--- config.mk ---
export PLATFORM = sky130hd
export DESIGN_NAME = dispatch_unit
export DESIGN_NICKNAME = d
export VERILOG_FILES = /design/src/hdl/dual_issue_pkg.sv /design/src/hdl/dispatch_unit.sv
export VERILOG_INCLUDE_DIRS = /design/src /design/src/hdl
export SDC_FILE = /design/constraint.sdc
export NUM_CORES = 1
export LEC_CHECK = 0
export ABC_AREA = 1
export BUFFER_PORTS_ARGS = -buffer_cell sky130_fd_sc_hd__buf_4
export CORE_AREA = 4 4 177 179
export DETAILED_ROUTE_END_ITERATION = 16
export DIE_AREA = 0 0 181 183
export SYNTH_ARGS = -nofsm -noshare
export SYNTH_HDL_FRONTEND = slang
export SYNTH_SLANG_ARGS = --single-unit
--- constraint.sdc ---
create_clock -name clk -period 4.5 [get_ports clk]
set_input_delay 1.125 -clock clk [delete_from_list [all_inputs] [get_ports clk]]
set_output_delay 1.125 -clock clk [all_outputs]
set_load 0.02 [all_outputs]
--- src/hdl/dual_issue_cfg.svh ---
// Widths, depths and latencies of the dual-issue core
// Memory is word addressed; only the low index bits of a byte address are kept
// exec_pipe and the load path need a latency of at least 2
`ifndef DUAL_ISSUE_CFG_SVH
`define DUAL_ISSUE_CFG_SVH

`define XLEN         32
`define REG_COUNT    32
`define QUEUE_DEPTH  16
`define MEM_WORDS    64
`define ADD_LATENCY  4
`define MUL_LATENCY  6
`define LOAD_LATENCY 2

`endif

--- src/hdl/dual_issue_pkg.sv ---
// Types shared by the RTL and the testbench
// decoded_t only travels from the decoders into dispatch
`include "dual_issue_cfg.svh"

package dual_issue_pkg;

    typedef logic [`XLEN-1:0] word_t;
    typedef logic [31:0] instr_t;
    typedef logic [4:0] reg_idx_t;
    typedef logic [$clog2(`MEM_WORDS)-1:0] mem_addr_t;
    typedef logic [$clog2(`QUEUE_DEPTH+1)-1:0] queue_count_t;

    typedef enum logic [2:0] {
        op_nop,
        op_add,
        op_mul,
        op_load,
        op_store
    } op_class_e;

    typedef struct packed {
        op_class_e op;
        reg_idx_t  rd;
        reg_idx_t  rs1;
        reg_idx_t  rs2;
        word_t     imm;  // Sign-extended I or S immediate
    } decoded_t;

    typedef enum logic [1:0] {
        st_idle,
        st_run,
        st_drain
    } run_state_e;

endpackage

--- src/hdl/dispatch_unit.sv ---
// In-order dual issue with a pending-destination scoreboard
// No forwarding: a consumer issues after its producer's write-back edge
// Load and store share the memory unit and never pair in one cycle
`timescale 1ns/100ps
`include "dual_issue_cfg.svh"

module dispatch_unit (
    input  logic                         clk,
    input  logic                         rst_n,
    input  logic                         run,
    input  dual_issue_pkg::decoded_t     dec0,
    input  dual_issue_pkg::decoded_t     dec1,
    input  dual_issue_pkg::queue_count_t count,
    output dual_issue_pkg::reg_idx_t     ra0, ra1, ra2, ra3,
    input  dual_issue_pkg::word_t        rs_data0, rs_data1, rs_data2, rs_data3,
    input  logic                         add_wb_valid,
    input  dual_issue_pkg::reg_idx_t     add_wb_rd,
    input  logic                         mul_wb_valid,
    input  dual_issue_pkg::reg_idx_t     mul_wb_rd,
    input  logic                         mem_wb_valid,
    input  dual_issue_pkg::reg_idx_t     mem_wb_rd,
    output logic [1:0]                   pop_count,
    output logic                         busy,
    output logic                         add_issue,
    output dual_issue_pkg::reg_idx_t     add_rd,
    output dual_issue_pkg::word_t        add_a, add_b,
    output logic                         mul_issue,
    output dual_issue_pkg::reg_idx_t     mul_rd,
    output dual_issue_pkg::word_t        mul_a, mul_b,
    output logic                         mem_load_issue,
    output logic                         mem_store_issue,
    output dual_issue_pkg::reg_idx_t     load_rd,
    output dual_issue_pkg::mem_addr_t    mem_addr,
    output dual_issue_pkg::word_t        store_data
);
    import dual_issue_pkg::*;

    run_state_e            state;
    logic [`REG_COUNT-1:0] pending;
    logic [`REG_COUNT-1:0] set_mask;
    logic [`REG_COUNT-1:0] clr_mask;
    logic                  valid0, valid1;
    logic                  ready0, ready1;
    logic                  pair_ok;
    logic                  go0, go1;
    logic                  add_sel, mul_sel, mem_sel;
    word_t                 addr_sum;

    // 0 means no unit needed
    function automatic logic [1:0] unit_of(op_class_e op);
        case (op)
            op_add:   return 2'd1;
            op_mul:   return 2'd2;
            op_load,
            op_store: return 2'd3;
            default:  return 2'd0;
        endcase
    endfunction

    assign ra0 = dec0.rs1;
    assign ra1 = dec0.rs2;
    assign ra2 = dec1.rs1;
    assign ra3 = dec1.rs2;

    assign valid0 = state == st_run && count != '0;
    assign valid1 = count > queue_count_t'(1);
    assign ready0 = !(pending[dec0.rs1] || pending[dec0.rs2] || pending[dec0.rd]);
    assign ready1 = !(pending[dec1.rs1] || pending[dec1.rs2] || pending[dec1.rd]);

    // Slot 1 needs its own unit and must stay clear of slot 0's destination
    assign pair_ok = (unit_of(dec1.op) == 2'd0 || unit_of(dec1.op) != unit_of(dec0.op)) &&
                     (dec0.rd == '0 || (dec1.rs1 != dec0.rd && dec1.rs2 != dec0.rd &&
                                        dec1.rd != dec0.rd));

    assign go0       = valid0 && ready0;
    assign go1       = go0 && valid1 && ready1 && pair_ok;
    assign pop_count = {1'b0, go0} + {1'b0, go1};
    assign busy      = state != st_idle;

    assign add_sel   = go1 && dec1.op == op_add;  // Slot 1 owns the adder
    assign add_issue = (go0 && dec0.op == op_add) || add_sel;
    assign add_rd    = add_sel ? dec1.rd : dec0.rd;
    assign add_a     = add_sel ? rs_data2 : rs_data0;
    assign add_b     = add_sel ? rs_data3 : rs_data1;

    assign mul_sel   = go1 && dec1.op == op_mul;
    assign mul_issue = (go0 && dec0.op == op_mul) || mul_sel;
    assign mul_rd    = mul_sel ? dec1.rd : dec0.rd;
    assign mul_a     = mul_sel ? rs_data2 : rs_data0;
    assign mul_b     = mul_sel ? rs_data3 : rs_data1;

    assign mem_sel         = go1 && (dec1.op == op_load || dec1.op == op_store);
    assign mem_load_issue  = (go0 && dec0.op == op_load) || (go1 && dec1.op == op_load);
    assign mem_store_issue = (go0 && dec0.op == op_store) || (go1 && dec1.op == op_store);
    assign load_rd         = mem_sel ? dec1.rd : dec0.rd;
    assign store_data      = mem_sel ? rs_data3 : rs_data1;
    assign addr_sum        = mem_sel ? rs_data2 + dec1.imm : rs_data0 + dec0.imm;
    assign mem_addr        = addr_sum[$bits(mem_addr_t)+1:2];  // Byte to word index

    always_comb begin
        set_mask = '0;
        clr_mask = '0;
        if (go0)
            set_mask[dec0.rd] = 1'b1;
        if (go1)
            set_mask[dec1.rd] = 1'b1;
        set_mask[0] = 1'b0;  // x0 never pending
        if (add_wb_valid)
            clr_mask[add_wb_rd] = 1'b1;
        if (mul_wb_valid)
            clr_mask[mul_wb_rd] = 1'b1;
        if (mem_wb_valid)
            clr_mask[mem_wb_rd] = 1'b1;
    end

    always_ff @(posedge clk or negedge rst_n) begin
        if (!rst_n) begin
            state   <= st_idle;
            pending <= '0;
        end else begin
            pending <= (pending & ~clr_mask) | set_mask;
            case (state)
                st_idle:  if (run) state <= st_run;
                st_run:   if (count == '0) state <= st_drain;
                st_drain: begin
                    if (count != '0)
                        state <= st_run;
                    else if (pending == '0)
                        state <= st_idle;
                end
                default:  state <= st_idle;
            endcase
        end
    end

endmodule

# After elaboration in Yosys (flattened, before gate mapping)
# Index checks and enable logic that the tools add are counted.
[word_totals]
register_bits = 34
wordCells = 131
in_bits = 254
output_inout_bits = 208
[classes]
n_reduce_logical = 45
n_eq_ne = 17
bitwise = 6
addsub = 3
order_cmp = 15
n_mux = 43
[op_table]
columns = ["op", "n"]
rows = [
  ["$mux W32", 10],
  ["$or A32 B32 Y32", 4],
  ["$lt A5 B6 Y1 const B", 9],
  ["$and A32 B32 Y32", 1],
  ["$logic_not A32 Y1", 1],
  ["$not A32 Y32", 1],
  ["$bmux W1 S5", 6],
  ["$demux W1 S5", 5],
  ["$ge A5 B1 Y1 const B", 5],
  ["$logic_and A1 B1 Y1", 22],
  ["$pmux W2 S3", 3],
  ["$add A8 B8 Y8", 2],
  ["$mux W5", 3],
  ["$ne A5 B5 Y1", 3],
  ["$eq A3 B2 Y1 const B", 4],
  ["$logic_or A1 B1 Y1", 11],
  ["$mux W1", 11],
  ["$logic_not A5 Y1", 2],
  ["$mux W2", 4],
  ["$mux W8", 1],
  ["$eq A3 B1 Y1 const B", 2],
  ["$eq A3 B3 Y1 const B", 2],
  ["$gt A5 B1 Y1 const B", 1],
  ["$reduce_bool A5 Y1", 1],
  ["12 further kinds", 15],
]

# Logic depth before layout (Yosys ltp)
[logic_depth]
depth_word = 12
depth_mapped = 18
mapped_depth_nobuf = 15

# Worst setup path after synthesis
# Ideal clock, no wire load.
[synth_timing]
path_kind = "input -> output"
startpoint = "input port dec0[46] (netlist bit)"
endpoint = "output port pop_count[0]"
arrival_ns = 2.899
slack_ns = 0.476
path_buffers = 3
required_ns = 3.375
stages = 13
cell_sequence = "buf_2 > inv_1 > nor3_1 > nand2_1 > nand2_1 > inv_1 > nand3_1 > nor2_1 > nand2_1 > nor2_4 > buf_6 > buf_4 > ha_1"
[synth_between]
elab_chain_len = 9
elab_cells_between_ends = 17
cone_classes = "add/sub (1); eq/ne (3); mux (2); reduce/logical (11)"
[synth_lines]
columns = ["element", "line", "text"]
rows = [
  ["from (decl)", "dispatch_unit.sv:11", "input dual_issue_pkg::decoded_t dec0,"],
  ["$bmux W1 S5", "dispatch_unit.sv:67", "assign ready0 = !(pending[dec0.rs1] || pending[dec0.rs2] || pending[dec0.rd]);"],
  ["$mux W1 (not written as such)", "dispatch_unit.sv:67", ""],
  ["$logic_or A1 B1 Y1", "dispatch_unit.sv:67", ""],
  ["$logic_not A1 Y1", "dispatch_unit.sv:67", ""],
  ["$logic_and A1 B1 Y1", "dispatch_unit.sv:75", "assign go0 = valid0 && ready0;"],
  ["$logic_and A1 B1 Y1 (3 in a row)", "dispatch_unit.sv:76", "assign go1 = go0 && valid1 && ready1 && pair_ok;"],
  ["$add A1 B1 Y2 (*)", "dispatch_unit.sv:77", "assign pop_count = {1'b0, go0} + {1'b0, go1};"],
  ["to (decl)", "dispatch_unit.sv:22", "output logic [1:0] pop_count,"],
]
# Mark *: on every way between the ends. The rest lies on a longest branch, timed or not. The select of a mux whose other input is x is not followed.

# Worst setup path in the final report
[layout_timing]
startpoint = "input port dec0[43] (netlist bit)"
endpoint = "output port store_data[24]"
[layout_between]
elab_chain_len = 10
elab_cells_between_ends = 18
cone_classes = "eq/ne (3); mux (3); reduce/logical (12)"
[layout_lines]
columns = ["element", "line", "text"]
rows = [
  ["$bmux W1 S5", "dispatch_unit.sv:67", ""],
  ["$mux W1 (not written as such)", "dispatch_unit.sv:67", ""],
  ["$logic_or A1 B1 Y1", "dispatch_unit.sv:67", ""],
  ["$logic_not A1 Y1", "dispatch_unit.sv:67", ""],
  ["$logic_and A1 B1 Y1", "dispatch_unit.sv:75", ""],
  ["$logic_and A1 B1 Y1 (2 in a row)", "dispatch_unit.sv:76", ""],
  ["$logic_and A1 B1 Y1 (*)", "dispatch_unit.sv:76", ""],
  ["$logic_and A1 B1 Y1 (*)", "dispatch_unit.sv:92", "assign mem_sel = go1 && (dec1.op == op_load || dec1.op == op_store);"],
  ["$mux W32 (*)", "dispatch_unit.sv:96", "assign store_data = mem_sel ? rs_data3 : rs_data1;"],
  ["to (decl)", "dispatch_unit.sv:34", "output dual_issue_pkg::word_t store_data"],
]
# Marks and branches as above.

==> impl_results.md <==
* Status: finished, final reports clean
* Hold WS at between 0.6 and 0.7 ns
* Drt wl/cell at 22.6 um
* WHS Path Cells at 3
* Net Count, Synth at about 1900
* Largest net degree at the start of global routing at between 50 and 60
* Fin Clk Skew at between 0.003 and 0.004 ns
* Vias in the first global route at about 12000
* Chip width at 181 um
* Placed insts at ~2400
* Syn Inst Count at approximately 1600
* Vias at around 13000
* Setup violations, final at 0
* Max_slew headroom at 0.362
* Crit path DAT at between 3 and 4 ns
* Grt ovf at 0
* Crit-path leading delay family: simple AND/OR/NAND/NOR gates
* Die Area at between 30000 and 40000 um^2
* Startpoint types: input pin
* Clock-pin slew on the worst setup and hold paths at ~0.05 ns
* Critical path type: in2out
* Share of cells above drive strength 1 at 0.299
* Worst-margin pin slew at 0.950 ns
* Peak fanout along the critical path at 8
* CTS tree: done
* Fmax achieved at 0.225 GHz
* Min Tclk post-route at roughly 4.4 ns
* Levels on crit path at 16
* #FFs+latches synth at 34
* Vias per cell at ~5.4
* DRT Wirelength at roughly 56000 um
* Pins Over Slew Limit at 0
* Unrepaired setup endpoints after global routing: yes
* # fillers at 3230
* GRT Overall Usage at 0.302
* Avg Cell Area, Syn at a little over 5 um^2
* Worst-path cell chain: buf_6, buf_4, xor2_2, nor2_1, nand3_2, nand3_4, nand2_2, nand4_1, nor2_2, buf_6, nand3_4, buf_12, clkbuf_16, nand2_1, nand2_1, buf_4
* Leakage power at between 7 and 8 nW
* DRT antenna net count at 0
* Hpwl dp at ~44000 um
* PwrDens at around 230 nW/um^2
* CORE AREA at roughly 30000 um^2
* Fin nets at around 2300
* Crit. End Element: output port
* Port bufs at 413
* Cell variety after synth at 31
* DIE HEIGHT at 183 um
* Max incr delay on CP at between 0.2 and 0.25 ns
* Root Driver: clkbuf_16
* Register-to-Register Path Depth at 18
* Final Hold Viols at 0
* Sum of negative setup slack at 0 ns
* WP buf/inv at 6
* Period utilisation layout at 0.986
* Post-Place Cell Area at roughly 12000 um^2
* Final cell count without fillers at approximately 2500
* Global-route wire length before repair at 77200 um
* Maximum buffer depth of the clock tree at 2
* Sequential share of the synthesized area at 0.103
* Residual DRC at 0
* Worst hold-check path type: reg2reg
* Iter 0 DRT Violations at around 1500
* Sink Count at 34
* CP required at 3.38 ns
* Synth-to-layout area growth at 59.8%
* Top-level I/O count at about 460
* Worst skew pair latency at around 0.28 ns
* H-tree levels at 2
* Worst VDD drop at around 0.00014 V
* Initial Utilization at 0.281
* Number of antenna violations at the first check in global routing at 2
* First-pass DRT Iterations at 6
* Synthesized area at ~8300 um^2
* Finished Cell Area at 13300 um^2
* CTS Hold Buffers Added at 0
* MaxCap Viol Count at 0
* Site row count at between 60 and 70
* RePlAce Congestion at 0.976
* Ys Warns at 0
* DP Worst Slack at -0.287 ns
* CTS buffer count at 5
* Final setup margin at 0.0636 ns
* Slowest stage cell, crit path: nand4_1
cell usage after synthesis:
master,number,share of area
o21a_1,1,0.00091
nand3_2,3,0.0036
nand3_1,361,0.22
nor3_1,29,0.017
a211oi_1,1,0.00091
nor2_1,65,0.029
clkinv_2,1,0.00060
o22ai_1,1,0.00075
o211ai_1,9,0.0081
buf_2,45,0.027
a21o_1,2,0.0018
nand4_1,11,0.0083
nand2_1,675,0.31
o21ai_0,50,0.030
buf_6,13,0.018
nand2_2,3,0.0023
dfrtp_1,34,0.10
buf_1,1,0.00045
nor2_2,1,0.00075
nor2_4,2,0.0027
a21oi_1,52,0.031
o221ai_1,31,0.033
ha_1,13,0.020
nor4_1,7,0.0053
xnor2_1,6,0.0063
xor2_1,20,0.021
clkbuf_1,26,0.012
inv_2,8,0.0036
o21ai_1,3,0.0018
buf_4,33,0.030
inv_1,127,0.057
routing by layer:
metal	up-vias	GRT usage	wire, um
met5	-	0	0
met4	0	0.0862	1910
met3	115	0.0617	5420
met2	779	0.520	26600
met1	6134	0.384	21900
li1	6238	-	-
final cells by class:
type / instances / area (um^2) / area share
inverters: 136 / 531 / 0.0400
clock buffers: 5 / 125 / 0.00944
multi-input cells: 1346 / 6420 / 0.485
clock inverters: 2 / 10.0 / 0.000755
well taps: 390 / 488 / 0.0368
flip-flops and latches: 34 / 851 / 0.0642
diodes: 3 / 7.51 / 0.000567
repair buffers: 556 / 4820 / 0.364
sequential cells by signal, summed over array words and instances (netlist names):
name	flops
pending	32
state	2
worst paths after layout:
path	end	slack, ns	from
worst max-delay path	store_data[24]	0.06	dec0[43]
worst min-delay path	state[0]	0.61	state[0]
worst max register to register	pending[14]	1.55	pending[28]
worst min register to register	state[0]	0.61	state[0]
max in group asynchronous	pending[8]	3.38	rst_n
min in group asynchronous	pending[21]	0.79	rst_n
cells by family (layout without fill, tap and decap cells):
family | count (synthesis) | count (layout) | synth area share
flops | 34 | 34 | 0.103
fa+ha+maj | 13 | 13 | 0.0196
compound gates | 150 | 150 | 0.109
buf+inv | 254 | 699 | 0.149
xor+xnor | 26 | 26 | 0.0275
simple gates | 1157 | 1157 | 0.593
other cells | 0 | 3 | 0
power by group:
group | switching, mW | internal, mW
Sequential | 0.192 | 0.396
Clock | 0.130 | 0.200
Combinational | 1.32 | 0.773
Total | 1.64 | 1.37
timing repair:
item                                    CTS  global route
pin swaps                                 2            26
cloned                                    0            14
setup buffers                             2             4
resized for setup                         6            88
endpoints found under the setup margin  186           185
tightest hold or removal path, stage by stage (launching register included):
cell     delay, ns
dfrtp_1       0.36
inv_1         0.05
o21ai_0       0.06
o21ai_0       0.08
placed cells by master, fill, tap and decap left out, types with 6 or more instances in the layout:
master	count
o211ai_1	9
inv_2	6
nand2_1	658
o21ai_0	49
o221ai_1	31
buf_12	23
nor3_1	21
ha_1	13
xor2_1	19
a21oi_1	52
nor2_1	59
nand2_2	17
nand3_1	356
clkbuf_16	18
dfrtp_1	34
xnor2_1	6
inv_1	125
nand4_1	11
buf_6	16
buf_4	500
nor3_2	8
nor4_1	7
stage by stage:
stage | utilization | power [mW]
3_5_place_dp | 0.417 | 2.52
4_1_cts | 0.424 | 2.87
6_report | 0.448 | 3.01
2_1_floorplan | - | 1.53
3_3_place_gp | 0.417 | 2.51
5_1_grt | 0.448 | 3.16
Power figures use the tool's default switching activity.
